### config.mk
export PLATFORM = sky130hd
export DESIGN_NAME = issue_stage
export DESIGN_NICKNAME = d
export VERILOG_FILES = /design/src/rtl/isa_pkg.sv /design/src/rtl/issue_pkg.sv /design/src/rtl/regfile_ff.sv /design/src/rtl/scoreboard.sv /design/src/rtl/issue_read_operands.sv /design/src/rtl/issue_stage.sv
export VERILOG_INCLUDE_DIRS = /design/src /design/src/rtl
export SDC_FILE = /design/constraint.sdc
export NUM_CORES = 2
export LEC_CHECK = 0
export CAP_MARGIN = 30
export CORE_MARGIN = 5
export CORE_UTILIZATION = 35
export CTS_BUF_LIST = sky130_fd_sc_hd__clkbuf_4
export DETAILED_ROUTE_END_ITERATION = 10
export DONT_BUFFER_PORTS = 1
export PLACE_DENSITY = 0.48
export REMOVE_ABC_BUFFERS = 1
export SETUP_SLACK_MARGIN = 0.02
export SLEW_MARGIN = 30
export SYNTH_ARGS = -nofsm -noshare
export SYNTH_HDL_FRONTEND = slang
export SYNTH_HIERARCHICAL = 1
export SYNTH_SLANG_ARGS = --single-unit
### constraint.sdc
create_clock -name clk_i -period 17.8 [get_ports clk_i]
set_clock_uncertainty 0.1 [all_clocks]
set_input_delay 0.89 -clock clk_i [delete_from_list [all_inputs] [get_ports clk_i]]
set_output_delay 0.89 -clock clk_i [all_outputs]
set_load 0.01 [all_outputs]
### src/rtl/issue_macros.svh
`ifndef ISSUE_MACROS_SVH
`define ISSUE_MACROS_SVH

// ----------------------------------------------------------
// Datapath sizes
// ----------------------------------------------------------

// Integer data width
`define XLEN 32
// Architectural registers, register 0 reads as zero
`define NR_REGS 32

// ----------------------------------------------------------
// Scoreboard and pipeline
// ----------------------------------------------------------

// Scoreboard depth, equal to the credits the decoder starts with
`define NR_SB_ENTRIES 4
// Scoreboard index width, 2**TRANS_ID_BITS must equal NR_SB_ENTRIES
`define TRANS_ID_BITS 2
// Cycles from ALU request to writeback
`define ALU_LATENCY 2

`endif

### src/rtl/isa_pkg.sv
`include "issue_macros.svh"

package isa_pkg;

  // ----------------------------------------------------------
  // Opcodes
  // ----------------------------------------------------------

  // Integer ALU operations, the only class of instruction here
  typedef enum logic [2:0] {
    ALU_ADD = 3'd0,
    ALU_SUB = 3'd1,
    ALU_AND = 3'd2,
    ALU_OR  = 3'd3,
    ALU_XOR = 3'd4,
    ALU_SLL = 3'd5,
    ALU_SRL = 3'd6,
    ALU_SLT = 3'd7
  } alu_op_e;

  // ----------------------------------------------------------
  // Decoder output
  // ----------------------------------------------------------

  typedef struct packed {
    alu_op_e          op;
    // Destination and source register indices
    logic [4:0]       rd;
    logic [4:0]       rs1;
    logic [4:0]       rs2;
    // Take the second operand from imm instead of rs2
    logic             use_imm;
    logic [`XLEN-1:0] imm;
  } decoded_instr_t;

endpackage

### src/rtl/issue_pkg.sv
`include "issue_macros.svh"

package issue_pkg;

  // ----------------------------------------------------------
  // Scoreboard records
  // ----------------------------------------------------------

  // One in-flight instruction
  typedef struct packed {
    isa_pkg::decoded_instr_t instr;
    // Already sent to the ALU
    logic                    issued;
    // Result field holds the final value
    logic                    res_valid;
    logic [`XLEN-1:0]        result;
  } sb_entry_t;

  // Scoreboard state seen by the operand read logic
  typedef struct packed {
    sb_entry_t [`NR_SB_ENTRIES-1:0] sbe;
    // Slot occupied and not yet committed
    logic [`NR_SB_ENTRIES-1:0]      still_valid;
    logic [`TRANS_ID_BITS-1:0]      issue_pointer;
    logic [`TRANS_ID_BITS-1:0]      commit_pointer;
  } forwarding_t;

  // ----------------------------------------------------------
  // Execute and retire records
  // ----------------------------------------------------------

  // Request into the ALU pipeline
  typedef struct packed {
    logic                      valid;
    isa_pkg::alu_op_e          op;
    logic [`XLEN-1:0]          operand_a;
    logic [`XLEN-1:0]          operand_b;
    logic [`TRANS_ID_BITS-1:0] trans_id;
  } alu_req_t;

  // ALU result tagged with its scoreboard slot
  typedef struct packed {
    logic                      valid;
    logic [`TRANS_ID_BITS-1:0] trans_id;
    logic [`XLEN-1:0]          result;
  } wb_t;

  // Retired instruction, also the register file write port
  typedef struct packed {
    logic                      valid;
    logic [`TRANS_ID_BITS-1:0] trans_id;
    logic [4:0]                rd;
    logic [`XLEN-1:0]          data;
  } commit_t;

endpackage

### src/rtl/regfile_ff.sv
`timescale 1ns/1ps
`include "issue_macros.svh"

module regfile_ff (
  input  logic             clk_i,
  input  logic             reset_i,
  // Two read ports
  input  logic [4:0]       raddr_a_i,
  input  logic [4:0]       raddr_b_i,
  output logic [`XLEN-1:0] rdata_a_o,
  output logic [`XLEN-1:0] rdata_b_o,
  // Single write port
  input  logic             we_i,
  input  logic [4:0]       waddr_i,
  input  logic [`XLEN-1:0] wdata_i
);

  logic [`NR_REGS-1:0][`XLEN-1:0] regs_q;
  // Writes to register 0 are dropped
  logic                           wr_en;

  // Zero for register 0, otherwise a same-cycle write wins over the array
  function automatic logic [`XLEN-1:0] read_port(input logic [4:0] addr);
    logic [`XLEN-1:0] data;
    data = regs_q[addr];
    if (addr == 5'd0) begin
      data = '0;
    end else if (wr_en && (waddr_i == addr)) begin
      data = wdata_i;
    end
    return data;
  endfunction

  assign wr_en = we_i & (waddr_i != 5'd0);

  always_ff @(posedge clk_i) begin
    if (reset_i) begin
      regs_q <= '0;
    end else if (wr_en) begin
      regs_q[waddr_i] <= wdata_i;
    end
  end

  always_comb begin
    rdata_a_o = read_port(raddr_a_i);
    rdata_b_o = read_port(raddr_b_i);
  end

endmodule

### src/rtl/scoreboard.sv
`timescale 1ns/1ps
`include "issue_macros.svh"

module scoreboard (
  input  logic                      clk_i,
  input  logic                      reset_i,
  // Decoder side, guarded by credits
  input  logic                      instr_valid_i,
  input  isa_pkg::decoded_instr_t   instr_i,
  // Oldest unissued entry towards issue
  output issue_pkg::sb_entry_t      issue_entry_o,
  output logic                      issue_valid_o,
  output logic [`TRANS_ID_BITS-1:0] issue_id_o,
  input  logic                      issue_ack_i,
  // ALU writeback
  input  issue_pkg::wb_t            wb_i,
  // Whole buffer for operand forwarding
  output issue_pkg::forwarding_t    fwd_o,
  // In-order retirement
  output issue_pkg::commit_t        commit_o,
  output logic                      credit_o
);

  import issue_pkg::*;

  // Entry storage and per-slot occupancy
  sb_entry_t [`NR_SB_ENTRIES-1:0] sbe_q;
  logic [`NR_SB_ENTRIES-1:0]      entry_valid_q;

  // Insert, issue and commit pointers, all wrap at the buffer depth
  logic [`TRANS_ID_BITS-1:0]      tail_ptr_q;
  logic [`TRANS_ID_BITS-1:0]      issue_ptr_q;
  logic [`TRANS_ID_BITS-1:0]      commit_ptr_q;

  // Head holds its final result
  logic                           commit_ready;

  // ----------------------------------------------------------
  // Issue and forwarding views
  // ----------------------------------------------------------

  assign issue_entry_o = sbe_q[issue_ptr_q];
  // Slot under the issue pointer may be full but already issued
  assign issue_valid_o = entry_valid_q[issue_ptr_q] & ~sbe_q[issue_ptr_q].issued;
  assign issue_id_o    = issue_ptr_q;

  assign fwd_o.sbe            = sbe_q;
  assign fwd_o.still_valid    = entry_valid_q;
  assign fwd_o.issue_pointer  = issue_ptr_q;
  assign fwd_o.commit_pointer = commit_ptr_q;

  assign commit_ready = entry_valid_q[commit_ptr_q] & sbe_q[commit_ptr_q].res_valid;

  // ----------------------------------------------------------
  // Pointers and occupancy
  // ----------------------------------------------------------

  always_ff @(posedge clk_i) begin
    if (reset_i) begin
      tail_ptr_q    <= '0;
      issue_ptr_q   <= '0;
      commit_ptr_q  <= '0;
      entry_valid_q <= '0;
    end else begin
      // Retire head and free its slot
      if (commit_ready) begin
        entry_valid_q[commit_ptr_q] <= 1'b0;
        commit_ptr_q                <= commit_ptr_q + 1'b1;
      end
      // Credits guarantee the tail slot is free here
      if (instr_valid_i) begin
        entry_valid_q[tail_ptr_q] <= 1'b1;
        tail_ptr_q                <= tail_ptr_q + 1'b1;
      end
      if (issue_ack_i) begin
        issue_ptr_q <= issue_ptr_q + 1'b1;
      end
    end
  end

  // ----------------------------------------------------------
  // Entry contents
  // ----------------------------------------------------------

  always_ff @(posedge clk_i) begin
    if (reset_i) begin
      for (int i = 0; i < `NR_SB_ENTRIES; i++) begin
        sbe_q[i].issued    <= 1'b0;
        sbe_q[i].res_valid <= 1'b0;
      end
    end else begin
      if (issue_ack_i) begin
        sbe_q[issue_ptr_q].issued <= 1'b1;
      end
      // Result lands in the slot named by the tag
      if (wb_i.valid) begin
        sbe_q[wb_i.trans_id].res_valid <= 1'b1;
        sbe_q[wb_i.trans_id].result    <= wb_i.result;
      end
      // New instruction starts unissued with no result
      if (instr_valid_i) begin
        sbe_q[tail_ptr_q].instr     <= instr_i;
        sbe_q[tail_ptr_q].issued    <= 1'b0;
        sbe_q[tail_ptr_q].res_valid <= 1'b0;
      end
    end
  end

  // ----------------------------------------------------------
  // Commit port
  // ----------------------------------------------------------

  always_ff @(posedge clk_i) begin
    if (reset_i) begin
      commit_o.valid <= 1'b0;
    end else begin
      commit_o.valid <= commit_ready;
      if (commit_ready) begin
        commit_o.trans_id <= commit_ptr_q;
        commit_o.rd       <= sbe_q[commit_ptr_q].instr.rd;
        commit_o.data     <= sbe_q[commit_ptr_q].result;
      end
    end
  end

  // One credit back to the decoder per retired instruction
  assign credit_o = commit_o.valid;

endmodule

### src/rtl/issue_read_operands.sv
`timescale 1ns/1ps
`include "issue_macros.svh"

module issue_read_operands (
  input  logic                      clk_i,
  input  logic                      reset_i,
  // Candidate from the scoreboard
  input  issue_pkg::sb_entry_t      issue_entry_i,
  input  logic                      issue_valid_i,
  input  logic [`TRANS_ID_BITS-1:0] issue_id_i,
  output logic                      issue_ack_o,
  // In-flight results
  input  issue_pkg::forwarding_t    fwd_i,
  // Retired result, writes the register file
  input  issue_pkg::commit_t        commit_i,
  // Registered ALU request
  output issue_pkg::alu_req_t       alu_req_o
);

  import issue_pkg::*;

  // Outcome of the search for one source register
  typedef struct packed {
    logic             hit;
    logic             ready;
    logic [`XLEN-1:0] data;
  } fwd_lookup_t;

  logic [`XLEN-1:0]          rf_rdata_a;
  logic [`XLEN-1:0]          rf_rdata_b;
  // Number of entries older than the candidate
  logic [`TRANS_ID_BITS-1:0] older_cnt;
  fwd_lookup_t               lookup_a;
  fwd_lookup_t               lookup_b;
  logic                      stall_a;
  logic                      stall_b;
  logic [`XLEN-1:0]          operand_a;
  logic [`XLEN-1:0]          operand_b;

  // Walk from oldest to youngest so the last match is the youngest writer
  // Register 0 never matches, its value is constant
  function automatic fwd_lookup_t find_writer(input forwarding_t fwd,
                                              input logic [`TRANS_ID_BITS-1:0] older,
                                              input logic [4:0] rs);
    fwd_lookup_t               res;
    logic [`TRANS_ID_BITS-1:0] idx;
    res = '0;
    for (int i = 0; i < `NR_SB_ENTRIES; i++) begin
      idx = fwd.commit_pointer + `TRANS_ID_BITS'(i);
      if ((`TRANS_ID_BITS'(i) < older) && fwd.still_valid[idx] &&
          (rs != 5'd0) && (fwd.sbe[idx].instr.rd == rs)) begin
        res.hit   = 1'b1;
        res.ready = fwd.sbe[idx].res_valid;
        res.data  = fwd.sbe[idx].result;
      end
    end
    return res;
  endfunction

  // ----------------------------------------------------------
  // Register file, written at commit
  // ----------------------------------------------------------

  regfile_ff i_regfile_ff (
    .clk_i,
    .reset_i,
    .raddr_a_i (issue_entry_i.instr.rs1),
    .raddr_b_i (issue_entry_i.instr.rs2),
    .rdata_a_o (rf_rdata_a),
    .rdata_b_o (rf_rdata_b),
    .we_i      (commit_i.valid),
    .waddr_i   (commit_i.rd),
    .wdata_i   (commit_i.data)
  );

  // ----------------------------------------------------------
  // Hazard check and operand select
  // ----------------------------------------------------------

  assign older_cnt = fwd_i.issue_pointer - fwd_i.commit_pointer;

  always_comb begin
    lookup_a = find_writer(fwd_i, older_cnt, issue_entry_i.instr.rs1);
    lookup_b = find_writer(fwd_i, older_cnt, issue_entry_i.instr.rs2);
    // RAW hazard: older writer still waiting for its result
    stall_a = lookup_a.hit & ~lookup_a.ready;
    // rs2 is no source when the immediate is used
    stall_b = ~issue_entry_i.instr.use_imm & lookup_b.hit & ~lookup_b.ready;
    operand_a = lookup_a.hit ? lookup_a.data : rf_rdata_a;
    if (issue_entry_i.instr.use_imm) begin
      operand_b = issue_entry_i.instr.imm;
    end else if (lookup_b.hit) begin
      operand_b = lookup_b.data;
    end else begin
      operand_b = rf_rdata_b;
    end
  end

  assign issue_ack_o = issue_valid_i & ~(stall_a | stall_b);

  // ----------------------------------------------------------
  // ALU request register
  // ----------------------------------------------------------

  always_ff @(posedge clk_i) begin
    if (reset_i) begin
      alu_req_o.valid <= 1'b0;
    end else begin
      alu_req_o.valid <= issue_ack_o;
      if (issue_ack_o) begin
        alu_req_o.op        <= issue_entry_i.instr.op;
        alu_req_o.operand_a <= operand_a;
        alu_req_o.operand_b <= operand_b;
        alu_req_o.trans_id  <= issue_id_i;
      end
    end
  end

endmodule

### src/rtl/issue_stage.sv
`timescale 1ns/1ps
`include "issue_macros.svh"

module issue_stage (
  input  logic                    clk_i,
  input  logic                    reset_i,
  // Decoder
  input  logic                    instr_valid_i,
  input  isa_pkg::decoded_instr_t instr_i,
  output logic                    credit_o,
  // Retirement
  output issue_pkg::commit_t      commit_o,
  // ALU
  output issue_pkg::alu_req_t     alu_req_o,
  input  issue_pkg::wb_t          wb_i
);

  import issue_pkg::*;

  // ----------------------------------------------------------
  // Scoreboard <-> issue and read operands
  // ----------------------------------------------------------

  forwarding_t               fwd;
  sb_entry_t                 issue_entry_sb_iro;
  logic                      issue_valid_sb_iro;
  logic [`TRANS_ID_BITS-1:0] issue_id_sb_iro;
  logic                      issue_ack_iro_sb;
  // Retired result, also feeds the register file write port
  commit_t                   commit_sb_iro;

  assign commit_o = commit_sb_iro;

  // In-flight instruction tracking
  scoreboard i_scoreboard (
    .clk_i,
    .reset_i,
    .instr_valid_i,
    .instr_i,
    .issue_entry_o (issue_entry_sb_iro),
    .issue_valid_o (issue_valid_sb_iro),
    .issue_id_o    (issue_id_sb_iro),
    .issue_ack_i   (issue_ack_iro_sb),
    .wb_i,
    .fwd_o         (fwd),
    .commit_o      (commit_sb_iro),
    .credit_o
  );

  // Operand fetch, hazard stall and dispatch
  issue_read_operands i_issue_read_operands (
    .clk_i,
    .reset_i,
    .issue_entry_i (issue_entry_sb_iro),
    .issue_valid_i (issue_valid_sb_iro),
    .issue_id_i    (issue_id_sb_iro),
    .issue_ack_o   (issue_ack_iro_sb),
    .fwd_i         (fwd),
    .commit_i      (commit_sb_iro),
    .alu_req_o
  );

endmodule

# == Yosys cells after proc, flatten, opt, wreduce, memory -nomap -nowiden ==
# Cells that the tools add are included.
# word_totals
output_inout_bits,111
reg_bits,1484
in_bits,89
wordCells,239
# op_classes
n_eq_ne,10
n_lt_le_gt_ge,19
addsub,6
bitwise_logic,17
mux,72
n_reduce_logical,34
# ops
cell,n
$bwmux 340,6
$mux 340,5
$bwmux 1024,1
$demux 85 s2,6
$bmux 85 s2,5
$mux 32,11
$mux 34,10
$mux 82,4
$bmux 32 s5,2
$mux 85,2
$demux 32 s5,1
$mux 33,2
$eq 5x5->1,10
$logic_and 1x1->1,27
$lt 2x3->1 const B,7
$lt 5x6->1 const B,3
$reduce_bool 5->1,3
$mux 4,3
$bmux 1 s2,5
$logic_not 5->1,2
$ge 2x1->1 const B,4
$and 1x1->1,7
$mux 1,7
$add 2x1->2 const B,3
12 further kinds,22

# == Logic depth before layout (Yosys ltp) ==
# logic_depth
word_depth,24
mapped_depth,16
mapped_depth_nobuf,11

# == By module ==
# The synthesis kept the hierarchy.
# modules_own_cells
mod,cells_each,area_per_inst_um2,instances,seq_area_each_um2
regfile_ff,6183,53369.9,1,20499.7
scoreboard,882,16500.8,1,11521.0
issue_read_operands,630,7607.3,1,2092.0

# == Worst setup path after synthesis ==
# No wires, ideal clock.
# synth_timing
path_type,reg-to-reg
start,register i_scoreboard.issue_ptr_q[0] (netlist: i_scoreboard/issue_id_o[0])
end,"register, netlist name i_issue_read_operands/alu_req_o[0]"
required_ns,17.100
stages_incl_launch_ff,13
period_less_slack_ns,8.608
setup_ns,0.600
t_arrival_ns,7.908
slack_ns,9.192
n_path_buf,4
cell_sequence,dfxtp_1 > buf_2 > buf_4 > buf_4 > mux4_2 > clkbuf_1 > nor3_1 > a211oi_1 > o221ai_1 > a211oi_2 > a221oi_1 > a211oi_1 > a211oi_1
# synth_rtl
element,line,rtl
"start, declared",scoreboard.sv:32,logic [`TRANS_ID_BITS-1:0] issue_ptr_q;
"start signal, assigned",scoreboard.sv:76,issue_ptr_q <= issue_ptr_q + 1'b1;

==> summary.txt <==
Outcome
  • Status: finished, final reports clean

Setup path
  • Critical path's slowest cell: nor4_1
  • Crit Path Category: flip-flop to flip-flop
  • Slowest cell delay on critical path: 0.86 ns
  • FF-to-FF path depth: 12
  • CP arrival: 8.14 ns
  • Delay-heaviest family, CP: buffers and inverters
  • Critical path, cell by cell: buf_4 > mux4_4 > buf_12 > buf_4 > buf_4 > buf_4 > mux4_2 > mux2i_1 > nor2_1 > nor4_1 > nor3_1 > a221o_1
  • Worst setup path end: i_issue_read_operands/alu_req_o[63]
  • Buf+Inv Stages, Crit Path: 5
  • CP Capture Type: flip-flop
  • CP max FO: 88
  • Type of origin of the critical path: flip-flop
  • Critical path depth in cells: 12
  • Worst path required time: 18.88 ns
  • Crit path from: i_scoreboard/issue_id_o[1]
  • Flop2flop setup slack: 10.74 ns
  • R2R Path End: i_issue_read_operands/alu_req_o[63]
  • Crit-path most repeated cell: buf_4
  • R2r startpoint: i_scoreboard/issue_id_o[1]

Drt
  • DR WL/cell: 31.17 um
  • DR iter-0 viols: 8330
  • Via count: 65340
  • Routed Antenna Nets: 0
  • DR vias/cell: 6.077
  • DR pass1 iterations: 6
  • Final wirelength: 335.1 mm
  • DR DRC count: 0

Power and ir drop
  • Seq pwr share: 41.9%
  • Combinational fraction of design power: 21.6%
  • Switching Power: 2875 uW
  • LEAKAGE: 0.02804 uW
  • Net Sw Frac: 33.48%
  • Maximum vdd drop: 0.08682 mV
  • Power Dens Cells: 101.2 nW/um^2
  • Int Pwr: 5712 uW
  • Clock power share: 36.5%

Clock tree
  • # Post-CTS Setup Buffers: 0
  • Worst-Skew Late Latency: 1.49 ns
  • CTS tree: yes
  • Num CTS Buffers: 421
  • Clock transition at path regs: 0.07 ns
  • CTS Sinks: 1484
  • H-tree Lvls: 5
  • Root Driver: clkbuf_4
  • CTS max path bufs: 4

Final layout
  • Nets: 7688
  • Share of cells above drive strength 1: 20.82%
  • Area Growth Syn to Fin: 10.75%
  • Finished Cell Area: 84840 um^2

GRT
  • First-pass GRT wire length: 471.8 mm
  • Vias in the first global route: 62970
  • Largest net degree at the start of global routing: 260
  • GRT Total Usage: 28.31%
  • Global route total overflow: 0
  • Initial antenna violation count: 26

Logic synthesis
  • Synth Instances: 7653
  • Warnings from Yosys: 6
  • Syn Std Cell Area: 76600 um^2
  • Syn avg cell area: 10.01 um^2

Floorplanning
  • Die ar.: 228300 um^2
  • Initial Util: 35.24%
  • Core area: 217400 um^2
  • Cell row count: 171
  • # IOs: 200
  • Die Y: 477.8 um
  • Width of the chip: 477.8 um

STA
  • Setup tns final: 0 ns
  • Final Slew Violations: 0
  • Worst-margin pin slew: 1.128 ns
  • Tmin final: 7.060 ns
  • Setup violators final: 0
  • Final Cycle Share: 39.66%
  • Final worst slack: 10.74 ns
  • Fmax: 141.7 MHz
  • RSZ-0062 raised after global routing: no
  • Max transition margin: 22.89%
  • Hold Vio Cnt, Final: 0

Place
  • PortBufs: 0
  • RePlAce Congestion: 0.8998
  • Placed wire-length estimate: 196.7 mm
  • Dpl ws: 10.82 ns
  • Placed Area: 78470 um^2

Worst hold path
  • Hold Path Origin: wb_i[21]
  • Hold Crit Class: input pin to flip-flop

Job
  • Max Cap Violations: 0
-- how the worst min path moves through the flow --
| stage | endpoint | cells past startpoint |
|---|---|---|
| after floorplan | i_issue_read_operands/i_regfile_ff/regs_q[41] | 2 |
| after global placement | i_issue_read_operands/i_regfile_ff/regs_q[74] | 2 |
| after detailed placement | i_issue_read_operands/i_regfile_ff/regs_q[68] | 2 |
| after CTS | i_scoreboard/fwd_o[28] | 1 |
| after global routing | i_scoreboard/fwd_o[27] | 1 |
| final | i_scoreboard/fwd_o[114] | 1 |
-- what timing repair did --
item / in CTS / in global routing
endpoints found under the hold margin: 629 / 0
hold buffers: 113 / 0
resized for setup: 0 / 0
-- cells in the final DEF (no fill, tap or decap), types with 48 or more instances in the layout --
master,n
a221o_1,122
mux2_2,77
mux2i_1,242
nor2b_1,59
dfxtp_1,1040
edfxtp_1,440
o22ai_1,86
a221oi_1,69
nand2_1,2054
nor3_1,119
a211oi_1,48
and3_1,208
dlygate4sd3_1,111
clkbuf_4,605
nor2_1,141
buf_4,192
mux4_2,560
clkinv_1,90
a21oi_1,1059
-- power groups by stage --
stage / Clock, uW / Combinational (uW) / Sequential [uW]
6_report: 3130 / 1850 / 3600
4_1_cts: 3200 / 1800 / 3600
3_3_place_gp: 0 / 1700 / 3670
2_1_floorplan: 0 / 1000 / 3660
3_5_place_dp: 0 / 1760 / 3670
5_1_grt: 3390 / 1880 / 3600
-- stage by stage --
stage,hold slack (ns),cells,total power (uW),utilization [%]
6_report,0.1293,10750,8587,39.03
5_1_grt,0.06855,10750,8864,39.02
4_1_cts,0.00002887,10740,8596,38.97
3_5_place_dp,0.3561,9901,5431,36.10
3_3_place_gp,0.3487,9893,5372,35.96
2_1_floorplan,0.3352,6840,4665,-
-- layout make-up --
| class | instances | area, um^2 |
|---|---|---|
| antenna | 13 | 32.53 |
| clock buffer | 605 | 4542 |
| clock inverter | 117 | 548.0 |
| fill | 21390 | 132500 |
| inverter | 22 | 82.58 |
| multi-input combinational | 5334 | 38950 |
| sequential | 1484 | 34130 |
| tap | 2854 | 3571 |
| timing repair buffer | 323 | 2985 |
-- worst reg2reg max path, delay by kind of cell (launching register included) --
family,cells,cell delay (ns)
flops,1,0.62
buf+inv,5,3.02
mux,3,1.59
simple gates,3,1.16
compound gates,1,0.37
-- per-layer routing --
layer,wire length (um),GRT usage [%]
met1,130900,36.75
met2,145700,42.11
met4,21090,16.01
met3,37400,8.397
met5,96,0
-- registers in the layout, indices dropped and copies added (netlist names) --
signal and cells:
i_scoreboard/fwd_o 340, i_scoreboard/tail_ptr_q 2, i_scoreboard/issue_id_o 2, i_issue_read_operands/i_regfile_ff/regs_q 1024, i_scoreboard/entry_valid_q 4, i_scoreboard/credit_o 1
i_scoreboard/commit_ptr_q 2, i_scoreboard/commit_o 39, i_issue_read_operands/alu_req_o 70
No activity file was read; power rests on OpenSTA's default activity.
